## src/countdown_pkg.sv

```systemverilog
`default_nettype none

package countdown_pkg;

    // Panel geometry, square matrix.
    localparam int ROWS    = 8;
    localparam int ROW_W   = 3;

    // Count and start value.
    localparam int COUNT_W   = 3;
    localparam int COUNT_MAX = 7;              // Shown as the heart.

    // Prescaler, kept tiny so a run stays short in simulation.
    localparam int SCAN_DIV         = 4;       // Clocks per scan tick.
    localparam int SCANS_PER_SECOND = 16;      // Two full frames.

    // Counter widths that follow from the prescaler values.
    localparam int SCAN_DIV_W = $clog2(SCAN_DIV);
    localparam int SECOND_W   = $clog2(SCANS_PER_SECOND);

endpackage

`default_nettype wire

```

## src/countdown_ctrl.sv

```systemverilog
`timescale 1ns/10ps
`default_nettype none

module countdown_ctrl (
    input  logic                            clk,
    input  logic                            rst,
    input  logic                            start_req,
    input  logic [countdown_pkg::COUNT_W-1:0] start_value,
    input  logic                            second_tick,
    output logic                            start_ack,
    output logic [countdown_pkg::COUNT_W-1:0] count,
    output logic                            done
);
    import countdown_pkg::*;

    logic load;
    logic dec;

    // A new request is taken only while the previous one is fully closed.
    assign load = start_req && !start_ack;
    assign dec  = second_tick && (count != '0);

    // Four-phase handshake.
    always_ff @(posedge clk or posedge rst)
    begin
        if (rst)
            start_ack <= 1'b0;
        else if (load)
            start_ack <= 1'b1;
        else if (!start_req)
            start_ack <= 1'b0;              // Host has let go.
    end

    // Load wins over a decrement in the same cycle.
    always_ff @(posedge clk or posedge rst)
    begin
        if (rst)
            count <= '0;
        else if (load)
            count <= start_value;
        else if (dec)
            count <= count - COUNT_W'(1);
    end

    // Done marks a countdown that ran out, not a load of zero.
    always_ff @(posedge clk or posedge rst)
    begin
        if (rst)
            done <= 1'b0;
        else if (load)
            done <= 1'b0;
        else if (dec && (count == COUNT_W'(1)))
            done <= 1'b1;
    end

endmodule

`default_nettype wire

```

## src/countdown_display_top.sv

```systemverilog
`timescale 1ns/10ps
`default_nettype none

module countdown_display_top (
    input  logic                              clk,
    input  logic                              rst,
    input  logic                              start_req,
    input  logic [countdown_pkg::COUNT_W-1:0] start_value,
    input  logic                              display_en,
    output logic                              start_ack,
    output logic [countdown_pkg::COUNT_W-1:0] count,
    output logic                              done,
    output logic [countdown_pkg::ROWS-1:0]    row,
    output logic [countdown_pkg::ROWS-1:0]    colr,
    output logic [countdown_pkg::ROWS-1:0]    colg
);

    logic scan_tick;
    logic second_tick;

    tick_generator u_tick (
        .clk         (clk),
        .rst         (rst),
        .scan_tick   (scan_tick),
        .second_tick (second_tick)
    );

    countdown_ctrl u_ctrl (
        .clk         (clk),
        .rst         (rst),
        .start_req   (start_req),
        .start_value (start_value),
        .second_tick (second_tick),
        .start_ack   (start_ack),
        .count       (count),
        .done        (done)
    );

    // Scanner shows the same count that leaves on the top port.
    dot_matrix_scan u_scan (
        .clk        (clk),
        .rst        (rst),
        .display_en (display_en),
        .scan_tick  (scan_tick),
        .count      (count),
        .row        (row),
        .colr       (colr),
        .colg       (colg)
    );

endmodule

`default_nettype wire

```

## src/dot_matrix_scan.sv

```systemverilog
`timescale 1ns/10ps
`default_nettype none

module dot_matrix_scan (
    input  logic                              clk,
    input  logic                              rst,
    input  logic                              display_en,
    input  logic                              scan_tick,
    input  logic [countdown_pkg::COUNT_W-1:0] count,
    output logic [countdown_pkg::ROWS-1:0]    row,
    output logic [countdown_pkg::ROWS-1:0]    colr,
    output logic [countdown_pkg::ROWS-1:0]    colg
);
    import countdown_pkg::*;

    // Row 0 is the leftmost byte; column bit 7 is the left edge.
    typedef logic [0:ROWS-1][ROWS-1:0] glyph_t;

    logic [ROW_W-1:0] row_idx;
    logic [ROW_W-1:0] next_idx;
    glyph_t           glyph;
    logic [ROWS-1:0]  shape_row;
    logic             red_on;
    logic             green_on;

    function automatic glyph_t glyph_of(input logic [COUNT_W-1:0] value);
        glyph_t g;
        case (value)
            3'd7:    g = {8'h00, 8'h66, 8'hFF, 8'hFF, 8'hFF, 8'h7E, 8'h3C, 8'h18};
            3'd6:    g = {8'h00, 8'h3C, 8'h60, 8'h7C, 8'h66, 8'h66, 8'h66, 8'h3C};
            3'd5:    g = {8'h00, 8'h7E, 8'h60, 8'h7C, 8'h06, 8'h06, 8'h66, 8'h3C};
            3'd4:    g = {8'h00, 8'h0C, 8'h1C, 8'h2C, 8'h4C, 8'h7E, 8'h0C, 8'h0C};
            3'd3:    g = {8'h00, 8'h3C, 8'h66, 8'h06, 8'h1C, 8'h06, 8'h66, 8'h3C};
            3'd2:    g = {8'h00, 8'h3C, 8'h66, 8'h06, 8'h0C, 8'h30, 8'h60, 8'h7E};
            3'd1:    g = {8'h00, 8'h18, 8'h38, 8'h18, 8'h18, 8'h18, 8'h18, 8'h7E};
            default: g = {8'h00, 8'h3C, 8'h66, 8'h66, 8'h66, 8'h66, 8'h66, 8'h3C};
        endcase
        return g;
    endfunction

    assign glyph     = glyph_of(count);
    assign next_idx  = row_idx + ROW_W'(1);
    assign shape_row = glyph[next_idx];

    // Yellow is both colours lit: heart, 3 and 2.
    assign red_on   = (count >= COUNT_W'(2));
    assign green_on = (count == COUNT_W'(COUNT_MAX)) || (count <= COUNT_W'(3));

    // Row and columns come out of the same register stage.
    always_ff @(posedge clk or posedge rst)
    begin
        if (rst)
        begin
            row_idx <= ROW_W'(ROWS - 1);    // Next tick shows row 0.
            row     <= '1;
            colr    <= '0;
            colg    <= '0;
        end
        else if (!display_en)
        begin
            row_idx <= ROW_W'(ROWS - 1);
            row     <= '1;
            colr    <= '0;
            colg    <= '0;
        end
        else if (scan_tick)
        begin
            row_idx <= next_idx;
            row     <= ~(ROWS'(1) << next_idx);  // Active low, one row at a time.
            colr    <= red_on ? shape_row : '0;
            colg    <= green_on ? shape_row : '0;
        end
    end

endmodule

`default_nettype wire

```

## src/tick_generator.sv

```systemverilog
`timescale 1ns/10ps
`default_nettype none

module tick_generator (
    input  logic clk,
    input  logic rst,
    output logic scan_tick,
    output logic second_tick
);
    import countdown_pkg::*;

    logic [SCAN_DIV_W-1:0] div_cnt;
    logic [SECOND_W-1:0]   scan_cnt;

    assign scan_tick   = (div_cnt == SCAN_DIV_W'(SCAN_DIV - 1));
    assign second_tick = scan_tick && (scan_cnt == SECOND_W'(SCANS_PER_SECOND - 1));

    // First stage, clock cycles per scan tick.
    always_ff @(posedge clk or posedge rst)
    begin
        if (rst)
            div_cnt <= '0;
        else if (scan_tick)
            div_cnt <= '0;
        else
            div_cnt <= div_cnt + SCAN_DIV_W'(1);
    end

    // Second stage advances only on scan ticks.
    always_ff @(posedge clk or posedge rst)
    begin
        if (rst)
            scan_cnt <= '0;
        else if (second_tick)
            scan_cnt <= '0;
        else if (scan_tick)
            scan_cnt <= scan_cnt + SECOND_W'(1);
    end

endmodule

`default_nettype wire

```

## config.mk

```make
export PLATFORM = sky130hd
export DESIGN_NAME = countdown_display_top
export DESIGN_NICKNAME = d
export VERILOG_FILES = /design/src/countdown_pkg.sv /design/src/countdown_ctrl.sv /design/src/countdown_display_top.sv /design/src/dot_matrix_scan.sv /design/src/tick_generator.sv
export SDC_FILE = /design/constraint.sdc
export NUM_CORES = 1
export LEC_CHECK = 0
export BUFFER_PORTS_ARGS = -buffer_cell sky130_fd_sc_hd__buf_2
export CAP_MARGIN = 20
export CORE_MARGIN = 2
export CORE_UTILIZATION = 51
export CTS_CLUSTER_SIZE = 40
export DETAILED_ROUTE_END_ITERATION = 10
export PLACE_DENSITY = 0.76
export SYNTH_ARGS = -nofsm -noshare
export SYNTH_HDL_FRONTEND = slang
export SYNTH_HIERARCHICAL = 1
export SYNTH_SLANG_ARGS = --single-unit
```

## constraint.sdc

```tcl
create_clock -name clk -period 2.1 [get_ports clk]
set_input_delay 0.105 -clock clk [delete_from_list [all_inputs] [get_ports clk]]
set_output_delay 0.105 -clock clk [all_outputs]
set_load 0.005 [all_outputs]
```

After elaboration in Yosys (flattened, before gate mapping) --
Cells that the tools add are included.
Word-level totals: bits in registers 38, input port bits 7, output and inout port bits 29, logic and storage cells 63
Operators by class: add/subtract/negate cells 4, $lt $le $gt $ge 3, eq/ne operators 11, shifts and indexed selects 1, mux-type cells 23, bitwise operators 2, reductions and logical operators 10
Operator list (count):
- 55-bit case mux with 7 select lines | 1
- 8-bit two-way mux | 10
- 8-bit binary-select mux with 3-bit select | 1
- 3-bit == test (second input constant) | 4
- 3-bit two-way mux | 4
- 4-bit two-way mux | 2
- 8-bit NOT | 1
- 1-bit by 3-bit << shifter with 8-bit output (first input constant) | 1
- 3-bit by 2-bit == test with 1-bit output (second input constant) | 2
- 2-bit nonzero test | 3
- 4-bit by 1-bit adder with 4-bit output (second input constant) | 1
- 4-bit == test (second input constant) | 1
- 4-bit >= comparator (second input constant) | 1
- 1-bit logical AND | 4
- 1-bit two-way mux | 4
- 2-bit by 1-bit != test with 1-bit output (second input constant) | 2
- 3-bit NOT with 4-bit output | 1
- 3-bit by 1-bit adder with 3-bit output (second input constant) | 1
- 3-bit by 1-bit == test with 1-bit output (second input constant) | 1
- 3-bit by 2-bit >= comparator with 1-bit output (second input constant) | 1
- 3-bit by 2-bit <= comparator with 1-bit output (second input constant) | 1
- 3-bit nonzero test | 1
- 3-bit by 1-bit subtractor with 3-bit output (second input constant) | 1
- 2-bit by 1-bit adder with 2-bit output (second input constant) | 1
- other kinds (4) | 4

Logic depth before layout (Yosys ltp) --
Gate-level depths: netlist of run 1.
depth after elaboration 8, gate-level depth with buffers 9, depth with buffers taken out 7

Cells and area by module --
Netlist of run 1, hierarchy kept.
Modules (own cells, without submodules):
- dot_matrix_scan | times used 1, cells each 187, area each 1666.6 sq um
- countdown_ctrl | times used 1, cells each 26, area each 285.3 sq um
- tick_generator | times used 1, cells each 24, area each 257.7 sq um

Worst setup path after synthesis of run 1 --
No wires, ideal clock.
path type register to register, from reg u_scan.row_idx[0], to reg u_scan/colg[0] (netlist name), setup time 0.065 ns, arrival 2.181 ns, slack -0.146 ns, cell stages (with the launch flop) 9, buffers on the path 3, period minus slack after synthesis 2.246 ns, path through dfstp_2 > buf_2 > inv_1 > ha_1 > buf_2 > buf_1 > nand2_1 > a2111oi_2 > a21o_1
On the way: longest elaborated chain between the ends 8
Ends and longest elaborated chain:
- start, declared | line dot_matrix_scan.sv:19 | logic [ROW_W-1:0] row_idx;
- start signal, assigned | line dot_matrix_scan.sv:54 | row_idx <= ROW_W'(ROWS - 1);
- start signal, assigned | line dot_matrix_scan.sv:61 | row_idx <= ROW_W'(ROWS - 1);
- start signal, assigned | line dot_matrix_scan.sv:68 | row_idx <= next_idx;
- 3-bit by 1-bit adder with 3-bit output | line dot_matrix_scan.sv:42 | assign next_idx = row_idx + ROW_W'(1);
- 3-bit NOT with 4-bit output (implied by the code) | line dot_matrix_scan.sv:43 | assign shape_row = glyph[next_idx];
- 8-bit binary-select mux with 3-bit select | line dot_matrix_scan.sv:43
- 8-bit two-way mux (implied by the code) (2 in series) | line dot_matrix_scan.sv:43
- 8-bit two-way mux | line dot_matrix_scan.sv:71 | colg <= green_on ? shape_row : '0;
- 8-bit two-way mux | line dot_matrix_scan.sv:66 | else if (scan_tick)
- 8-bit two-way mux | line dot_matrix_scan.sv:59 | else if (!display_en)
- end signal, assigned | line dot_matrix_scan.sv:71
- end, declared | line dot_matrix_scan.sv:12 | output logic [countdown_pkg::ROWS-1:0] colg
No other way between the ends. The select of a mux whose other input is x is not followed. A chain may end at the register's enable or synchronous reset.

Final worst setup path of run 1 --
from reg u_scan.row_idx[0], to reg u_scan/colg[2] (netlist name)
The elaborated chain is that of the path after synthesis.

==> run_results.csv, run 1 <==
group,metric,value,unit
run_status,status,"finished with violations",
run_status,failed_checks,"setup timing",
finish,multi_input_area,0.00124,mm²
finish,n_antenna_cell,0,
setup_path,end_kind,"flip-flop",
placed_design,gp_congestion,0.870,
floorplan,dieWidth,69.8,µm
finish,final_net_count,303,
placed_design,place_ws,0.0133,ns
floorplan,rows,23,
synth,synth_compound_area_share,24.9,%
sta,max_freq,468,MHz
grt,antenna_found_initial,0,
detailed_routing,drt_iter0_drc,187,
floorplan,die_h,69.8,µm
synth,muxShareOfSynthArea,2.38,%
synth,avgSynthCellArea,9.32,µm²
synth,synth.area.top_cells,"dfrtp_1, dfstp_2, ha_1",
floorplan,fp.dieArea,0.00487,mm²
detailed_routing,wl_per_cell,16.0,µm
power,power.total,1770,µW
clock_tree,htreeDepth,2,
synth,async_flop_share,100,%
floorplan,core_region_area,0.00409,mm²
clock_tree,cts_buffers,5,
power,power.density,643,mW/mm²
setup_path,crit_path_start_kind,"flip-flop",
sta,hold_violations,0,
synth,synthFlopType,"dfrtp_1",
sta,fin_worst_skew,0.00651,ns
synth,ys_seq_elements,36,
power,p_int,1190,µW
detailed_routing,firstDrtPassIters,4,
grt,grt_pass1_vias,1787,
placed_design,dp_hpwl,3.66,mm
sta,min_period,2.14,ns
power,p_leak,0.00124,µW
setup_path,required,2.28,ns
detailed_routing,num_vias,1993,
grt,grt_max_degree,26,
power,switching_share,33.0,%
sta,finalSetupViolCount,2,
synth,synth-edff-count,0,
grt,groute.usage.overall,22.0,%
clock_tree,tritoncts,"done",
clock_tree,clock_latency,0.29,ns
setup_path,worstPathMaxFanout,5,
power,p_clk_share,27.3,%
worst_hold_path,hp-class,"in2reg",
synth,synth-adder-area-share,6.57,%
synth,yosys_warnings,6,
sta,tightest_slew,0.521,ns
synth,syn_nets,255,
floorplan,ios,36,
synth,synth_cells,237,
synth,seq_area_frac_synth,41.4,%
synth,synth_top_family_by_area,"compound AO/OA/AOI/OAI gates",
detailed_routing,wl,5.39,mm
synth,yosysTopAreaCellShare,28.3,%
grt,grt_pass1_wl,8.69,mm
power,power_switching,585,µW
clock_tree,cts_root_buf,"clkbuf_8",
synth,yosys.area.top_type,"dfrtp_1",
power,vdd.ir_drop.worst,0.343,mV
finish,drive_above_1_share,35.3,%
synth,yosys.area_share.xor_xnor,2.32,%
grt,grt_overflow,0,
sta,drv_slew,0,
power,combPwrFrac,30.9,%
finish,final_cell_mix,"buf_2, dfrtp_1, buf_4, nand2_1",
finish,fillers,327,
clock_tree,clk_path_buf_depth,2,
setup_path,worstPathArrival,2.31,ns
setup_path,path_class,"reg2reg",
finish,seq_area,915,µm²
floorplan,initial_core_util,54.1,%
sta,setup_ws,-0.0364,ns
clock_tree,cts_num_sinks,36,
synth,synthSimpleGateAreaFrac,15.9,%
finish,syn2layout_area_growth,24.7,%
placed_design,portBuffers,35,
power,seqPwrFrac,41.8,%
detailed_routing,routed_via_density,5.93,
finish,mostFrequentLayoutCell,"buf_2",
sta,timing.final.crit_share,102,%
synth,synth.distinct_cells,51,
flow_run,max_cap_viol_count,0,
sta,setup_tns,-0.0586,ns
clock_tree,cts.clk_slew.worst_paths,0.07,ns
sta,slew_headroom,64.9,%
synth,syn-cell-area,0.00221,mm²
detailed_routing,drtAntennaViolNets,0,
sta,rsz0062_at_grt,"true",
detailed_routing,drc,0,
## area by class of cell
| cell class | count | share of cell area (%) |
|---|---|---|
| multi-input combinational | 169 | 45.2 |
| sequential | 36 | 33.2 |
| timing repair buffer | 61 | 14.5 |
| clock buffer | 5 | 2.50 |
| tap | 50 | 2.27 |
| inverter | 12 | 1.63 |
| clock inverter | 3 | 0.681 |
## Yosys cell counts (all sizes together) (5+ instances only)
library cell and n:
inv 12, o22a 9, buf 14, dfstp 11, ha 10, o21ai 22
nor2 13, nand3 11, dfrtp 25, nor2b 7, a21oi 10, nand2b 5
a22o 6, nand2 22, clkbuf 6
## critical path, stage by stage, from the launching register on
cell and delay (ns):
dfstp_2 0.55, ha_2 0.19, xnor2_1 0.16, buf_4 0.20, o41ai_2 0.39, a311oi_2 0.17, buf_4 0.17, a22o_1 0.19
## layer usage
metal	vias up	track usage (%)	share of wire [%]
met4	0	7.91	1.9
met1	953	31.8	46
met2	79	32.6	46
met5	-	0	0
met3	11	4.36	6.1
li1	950	-	-
## power by group through the flow
stage | sequential [µW] | clock (µW) | combinational (µW)
2_1_floorplan | 757 | 0 | 317
3_3_place_gp | 752 | 0 | 474
3_5_place_dp | 753 | 0 | 481
4_1_cts | 741 | 490 | 490
5_1_grt | 744 | 533 | 597
6_report | 741 | 483 | 547
## repair_timing
item	CTS	global route
buffers inserted	0	1
setup endpoints to repair	3	13
hold endpoints to repair	26	0
hold buffers	2	0
pin swaps	1	2
resized for setup	1	14
## state kept, by name, indices dropped and copies added, names as in the netlist
name              flops
u_tick/div_cnt        2
u_ctrl/start_ack      1
u_tick/scan_cnt       4
u_ctrl/count          3
u_scan/row            8
u_scan/row_idx        3
u_scan/colg           7
u_scan/colr           7
u_ctrl/done           1
## stage by stage
step                hold WS, ns  std cells  util (%)  area (µm²)
floorplan                -0.116        237         -        2230
global placement         0.0302        325      62.6        2560
detailed placement       0.0340        325      62.6        2560
CTS                      0.0108        335      65.3        2670
global route             0.0345        336      67.4        2760
finish                  0.00979        336      67.4        2760
## kinds of logic after synthesis
family / Yosys count
fa+ha+maj: 11
buf+inv: 32
compound gates: 78
simple gates: 71
xor+xnor: 5
flops: 36
mux: 4
## worst paths after layout
path                                          startpoint                      endpoint  slack [ns]  cells after the start
max                        u_scan/row_idx[0]$_DFFE_PP1P_    u_scan/colg[2]$_DFFE_PP0P_       -0.04                      7
min                                       start_value[0]   u_ctrl/count[0]$_DFFE_PP0P_        0.01                      3
max reg2reg                u_scan/row_idx[0]$_DFFE_PP1P_    u_scan/colg[2]$_DFFE_PP0P_       -0.04                      7
min reg2reg                  u_tick/div_cnt[0]$_DFF_PP0_   u_tick/div_cnt[0]$_DFF_PP0_        0.46                      1
max in group asynchronous                            rst     u_scan/row[5]$_DFFE_PP1P_        1.38                      4
min in group asynchronous                            rst  u_ctrl/start_ack$_DFFE_PP0P_        0.27                      3
(Power assumes the default switching activity.)
==> run 2, diff against run 1 <==
Settings changed: BUFFER_PORTS_ARGS -buffer_cell sky130_fd_sc_hd__buf_2 to not set, CORE_UTILIZATION 51 to 57, DONT_BUFFER_PORTS set to 1, PLACE_DENSITY 0.76 to 0.75.
==> run 2 against run 1 <==
Net effect: the run now ends clean; design area fell by 6.7%; clock-buffer cell count is the same; combinational power is 9.5% lower; final cell count fell by 10%; register-to-register slack gained 0.08 ns; critical path depth did not move; clock power is essentially flat; largest power group unchanged.
==> run_results.csv, run 2 (synthesis gave the netlist of run 1 again) <==
group,metric,value,unit
run_status,status,"complete, no violations",
placed_design,placed_cell_area,0.00234,mm²
detailed_routing,wl,5.18,mm
worst_hold_path,hp-class,"in2reg",
finish,postLayoutCellArea,0.00257,mm²
grt,grt_max_degree,26,
detailed_routing,routed_via_density,6.23,
setup_path,crit_chain,"ha_2, xnor2_1, buf_4, o21a_1, o221ai_1, a211oi_2, o21ai_0",
grt,grt_pass1_vias,1770,
placed_design,dp_hpwl,3.53,mm
grt,groute.usage.overall,25.2,%
grt,antenna_found_initial,0,
floorplan,rows,22,
clock_tree,cts_num_sinks,36,
finish,final_net_count,270,
setup_path,worstPathMaxFanout,10,
finish,mostFrequentLayoutCell,"dfrtp_1",
finish,drive_above_1_share,25.3,%
setup_path,reg2reg_slack,0.04,ns
setup_path,end_kind,"flip-flop",
floorplan,initial_core_util,59.9,%
flow_run,max_cap_viol_count,0,
placed_design,gp_congestion,0.888,
finish,syn2layout_area_growth,16.3,%
finish,top_register,"u_scan/row",
sta,min_period,2.06,ns
finish,largest_reg_flops,8,
clock_tree,cts.clk_slew.worst_paths,0.07,ns
clock_tree,cts_buffers,5,
sta,tightest_slew,0.901,ns
detailed_routing,firstDrtPassIters,4,
grt,grt_pass1_wl,8.43,mm
setup_path,crit_path_start_kind,"flip-flop",
clock_tree,clk_path_buf_depth,2,
floorplan,core_region_area,0.00369,mm²
floorplan,die_h,66.3,µm
detailed_routing,drt_iter0_drc,130,
setup_path,required,2.26,ns
power,vdd.ir_drop.worst,0.415,mV
finish,reg.largest.list,"u_scan/row: 8 flops, u_scan/colg: 7 flops, u_scan/colr: 7 flops",
sta,fin_worst_skew,0.00624,ns
detailed_routing,drc,0,
setup_path,crit_slowest_cell,"dfstp_2",
sta,setup_ws,0.0407,ns
floorplan,fp.dieArea,0.00439,mm²
power,power.density,675,mW/mm²
setup_path,path_class,"reg2reg",
clock_tree,htreeDepth,2,
sta,slew_headroom,39.8,%
grt,grt_overflow,0,
placed_design,portBuffers,0,
sta,drv_slew,0,
clock_tree,cts_root_buf,"clkbuf_8",
clock_tree,tritoncts,"done",
power,p_leak,0.00108,µW
detailed_routing,num_vias,1874,
sta,max_freq,486,MHz
setup_path,max_stage_delay,0.57,ns
detailed_routing,drtAntennaViolNets,0,
sta,setup_tns,0,ns
finish,n_antenna_cell,0,
clock_tree,clock_latency,0.29,ns
floorplan,dieWidth,66.3,µm
setup_path,worstPathArrival,2.22,ns
sta,hold_violations,0,
floorplan,ios,36,
detailed_routing,wl_per_cell,17.2,µm
placed_design,place_ws,-0.0314,ns
finish,final_cell_mix,"dfrtp_1, nand2_1, buf_4",
sta,rsz0062_at_grt,"true",
sta,finalSetupViolCount,0,
sta,timing.final.crit_share,98.1,%
run 2: cell count changes in the layout (fill, tap and decap cells not counted), moves of 2 or more:
cell / previous run / this run
buf_2: 35 / 1
buf_4: 22 / 20
dlygate4sd3_1: 2 / 6
nor2b_1: 5 / 3
nor2b_2: 0 / 3
o21ai_0: 13 / 15
o21ai_1: 7 / 5
run 2: final timing paths:
kind                                               start                           end  cells after the start
min reg2reg                  u_tick/div_cnt[0]$_DFF_PP0_   u_tick/div_cnt[0]$_DFF_PP0_                      1
max                        u_scan/row_idx[0]$_DFFE_PP1P_    u_scan/colg[1]$_DFFE_PP0P_                      7
min in group asynchronous                            rst  u_ctrl/start_ack$_DFFE_PP0P_                      2
max in group asynchronous                            rst    u_scan/colr[4]$_DFFE_PP0P_                      2
max reg2reg                u_scan/row_idx[0]$_DFFE_PP1P_    u_scan/colg[1]$_DFFE_PP0P_                      7
min                                           display_en     u_scan/row[7]$_DFFE_PP1P_                      2
run 2: layout make-up:
class	instances	area, µm²
repair buffers	28	235
inverters	12	45.0
multi-input cells	169	1230
clock buffers	5	68.8
flip-flops and latches	36	915
well taps	48	60.1
fillers	289	1120
clock inverters	3	18.8
run 2: timing repair:
| action | CTS | global route |
|---|---|---|
| gates resized for setup | 4 | 8 |
| setup buffers | 0 | 3 |
| endpoints found under the hold margin | 34 | 0 |
| pin swaps | 0 | 4 |
| hold buffers | 6 | 0 |
| endpoints found under the setup margin | 4 | 10 |
run 2: critical path: cells and delay by family, from the launching register on:
| kind | cells | cell delay [ns] |
|---|---|---|
| compound gates | 4 | 0.70 |
| flops | 1 | 0.57 |
| fa+ha+maj | 1 | 0.27 |
| buf+inv | 1 | 0.22 |
| xor+xnor | 1 | 0.16 |
run 2: routing by layer:
layer / track usage, % / vias up / part of all wire, %
met5: 0 / - / 0
met4: 8.16 / 0 / 1.6
met3: 6.47 / 8 / 5.5
met2: 42.3 / 66 / 51
met1: 31.5 / 918 / 42
li1: - / 882 / -
run 2: where the power goes:
part           switching [µW]  internal, µW
combinational             286           209
clock                     255           231
sequential               32.1           721
run 2: stage by stage:
stage / instances / total power, µW / hold slack [ns] / utilization, %
global route: 301 / 1830 / 0.0503 / 69.7
global placement: 284 / 1190 / -0.100 / 63.4
CTS: 298 / 1710 / 0.0431 / 68.1
finish: 301 / 1730 / 0.0481 / 69.7
floorplan: 237 / 1070 / -0.116 / -
detailed placement: 284 / 1200 / -0.0864 / 63.4
==> run 3, diff against run 2 <==
Settings changed: GPL_TIMING_DRIVEN set to 0, TNS_END_PERCENT set to 50.
==> run 3 against run 2 <==
Net effect: worst setup slack gained 0.019 ns; final cell count grew 1.7%; sequential share of layout area shrank 1.5 points; largest cell class unchanged; utilization grew 3.1 points; non-clock buffer count grew 4; first-iteration DRC count grew 72%; global-route usage grew 0.55 points; flip-flop and latch count is the same; maximum frequency grew 0.95%; clock power grew 4.1%.
==> run_results.csv, run 3 (synthesis gave the netlist of run 1 again) <==
group,metric,value,unit
detailed_routing,num_vias,1957,
sta,hold_violations,0,
finish,largest_reg_flops,8,
setup_path,max_stage_delay,0.54,ns
finish,syn2layout_area_growth,21.5,%
sta,fin_worst_skew,0.00399,ns
finish,reg.largest.list,"u_scan/row: 8 flops, u_scan/colg: 7 flops, u_scan/colr: 7 flops",
placed_design,placed_cell_area,0.00229,mm²
setup_path,worstPathMaxFanout,10,
power,combPwrFrac,30.2,%
finish,seq_area,915,µm²
grt,grt_max_degree,26,
finish,final_cell_mix,"dfrtp_1, nand2_1, nor2_1",
setup_path,end_kind,"flip-flop",
clock_tree,cts_root_buf,"clkbuf_8",
clock_tree,tritoncts,"done",
power,p_clk_share,28.1,%
detailed_routing,drt_iter0_drc,223,
clock_tree,clk_path_buf_depth,2,
run_status,status,"complete, no violations",
clock_tree,cts_num_sinks,36,
power,seqPwrFrac,41.8,%
finish,n_antenna_cell,0,
detailed_routing,wl_per_cell,17.6,µm
detailed_routing,drc,0,
setup_path,critical_path.top_delay_family,"compound AO/OA/AOI/OAI gates",
grt,antenna_found_initial,0,
grt,groute.usage.overall,25.7,%
floorplan,initial_core_util,59.9,%
power,power_switching,596,µW
setup_path,crit_slowest_cell,"dfstp_2",
placed_design,gp_congestion,0.914,
clock_tree,cts_buffers,5,
clock_tree,cts.clk_slew.worst_paths,0.07,ns
finish,multi_input_area,0.00134,mm²
setup_path,worstPathArrival,2.22,ns
detailed_routing,wl,5.38,mm
sta,timing.final.crit_share,97.1,%
clock_tree,htreeDepth,2,
sta,finalSetupViolCount,0,
floorplan,die_h,66.3,µm
setup_path,crit_buf_inv,4,
finish,final_net_count,275,
placed_design,place_ws,-0.312,ns
sta,tightest_slew,0.917,ns
floorplan,dieWidth,66.3,µm
finish,top_register,"u_scan/row",
sta,slew_headroom,38.8,%
power,power.density,672,mW/mm²
floorplan,ios,36,
power,p_leak,0.00111,µW
sta,setup_ws,0.0601,ns
detailed_routing,firstDrtPassIters,5,
flow_run,max_cap_viol_count,0,
grt,grt_pass1_vias,1814,
floorplan,core_region_area,0.00369,mm²
floorplan,fp.dieArea,0.00439,mm²
grt,grt_overflow,0,
floorplan,rows,22,
power,vdd.ir_drop.worst,0.444,mV
placed_design,portBuffers,0,
grt,grt_pass1_wl,8.54,mm
sta,drv_slew,0,
setup_path,crit_top_cell,"buf_6",
setup_path,required,2.28,ns
power,p_int,1210,µW
clock_tree,clock_latency,0.29,ns
placed_design,dp_hpwl,3.42,mm
worst_hold_path,hp-class,"in2reg",
setup_path,crit_chain,"buf_6, inv_6, ha_4, buf_6, buf_4, o22ai_2, o311ai_1, a21oi_1, o21ai_1",
setup_path,path_class,"reg2reg",
detailed_routing,routed_via_density,6.40,
finish,drive_above_1_share,28.7,%
sta,rsz0062_at_grt,"true",
sta,min_period,2.04,ns
detailed_routing,drtAntennaViolNets,0,
sta,max_freq,490,MHz
finish,postLayoutCellArea,0.00269,mm²
setup_path,crit_path_start_kind,"flip-flop",
finish,fillers,258,
power,switching_share,33.0,%
finish,mostFrequentLayoutCell,"dfrtp_1",
==> run 3: final cells by class <==
class / count / share of cell area (%)
plain buffers: 20 / 4.85
clock buffers: 7 / 3.22
clock inverters: 1 / 0.280
inverters: 12 / 1.86
multi-input cells: 170 / 49.8
flip-flops and latches: 36 / 34.1
well taps: 48 / 2.24
repair buffers: 12 / 3.73
==> run 3: metal layers <==
metal | global-route usage [%] | routed length (µm) | share of wire (%) | vias to the layer above
met2 | 39.8 | 2600 | 48 | 110
met3 | 8.69 | 440 | 8.2 | 17
li1 | - | - | - | 893
met5 | 0 | 0 | 0 | -
met4 | 12.5 | 111 | 2.1 | 0
met1 | 32.0 | 2230 | 41 | 937
==> run 3: final timing paths <==
check | from | cells after the start | slack, ns | to
worst max-delay path | u_scan/row_idx[0]$_DFFE_PP1P_ | 9 | 0.06 | u_scan/colr[3]$_DFFE_PP0P_
worst min-delay path | display_en | 2 | 0.16 | u_scan/row_idx[0]$_DFFE_PP1P_
worst max register to register | u_scan/row_idx[0]$_DFFE_PP1P_ | 9 | 0.06 | u_scan/colr[3]$_DFFE_PP0P_
worst min register to register | u_tick/div_cnt[0]$_DFF_PP0_ | 1 | 0.43 | u_tick/div_cnt[0]$_DFF_PP0_
max in group asynchronous | rst | 2 | 1.04 | u_scan/colg[6]$_DFFE_PP0P_
min in group asynchronous | rst | 2 | 0.18 | u_ctrl/start_ack$_DFFE_PP0P_
==> run 3: power by group through the flow <==
| stage | clock [µW] | sequential, µW | combinational (µW) |
|---|---|---|---|
| floorplan | 0 | 757 | 317 |
| global placement | 0 | 764 | 395 |
| detailed placement | 0 | 765 | 399 |
| CTS | 528 | 752 | 443 |
| finish | 506 | 754 | 545 |
| global route | 558 | 759 | 587 |
==> run 3: timing repair <==
item	in CTS	in global routing
gates cloned	0	2
resized for setup	11	35
hold buffers	5	0
endpoints found under the setup margin	14	14
hold endpoints to repair	29	0
pin swaps	3	9
setup buffers	4	2
==> run 3: per-stage QoR <==
step,power (µW),setup TNS (ns),std cells,hold WS (ns),utilization (%)
after floorplan,1070,0,237,-0.116,-
after global placement,1160,-2.91,285,-0.0946,62.0
after detailed placement,1160,-3.00,285,-0.0932,62.0
after CTS,1720,0,302,0.148,68.4
after global routing,1900,-0.0870,306,0.184,72.8
final,1800,0,306,0.162,72.8
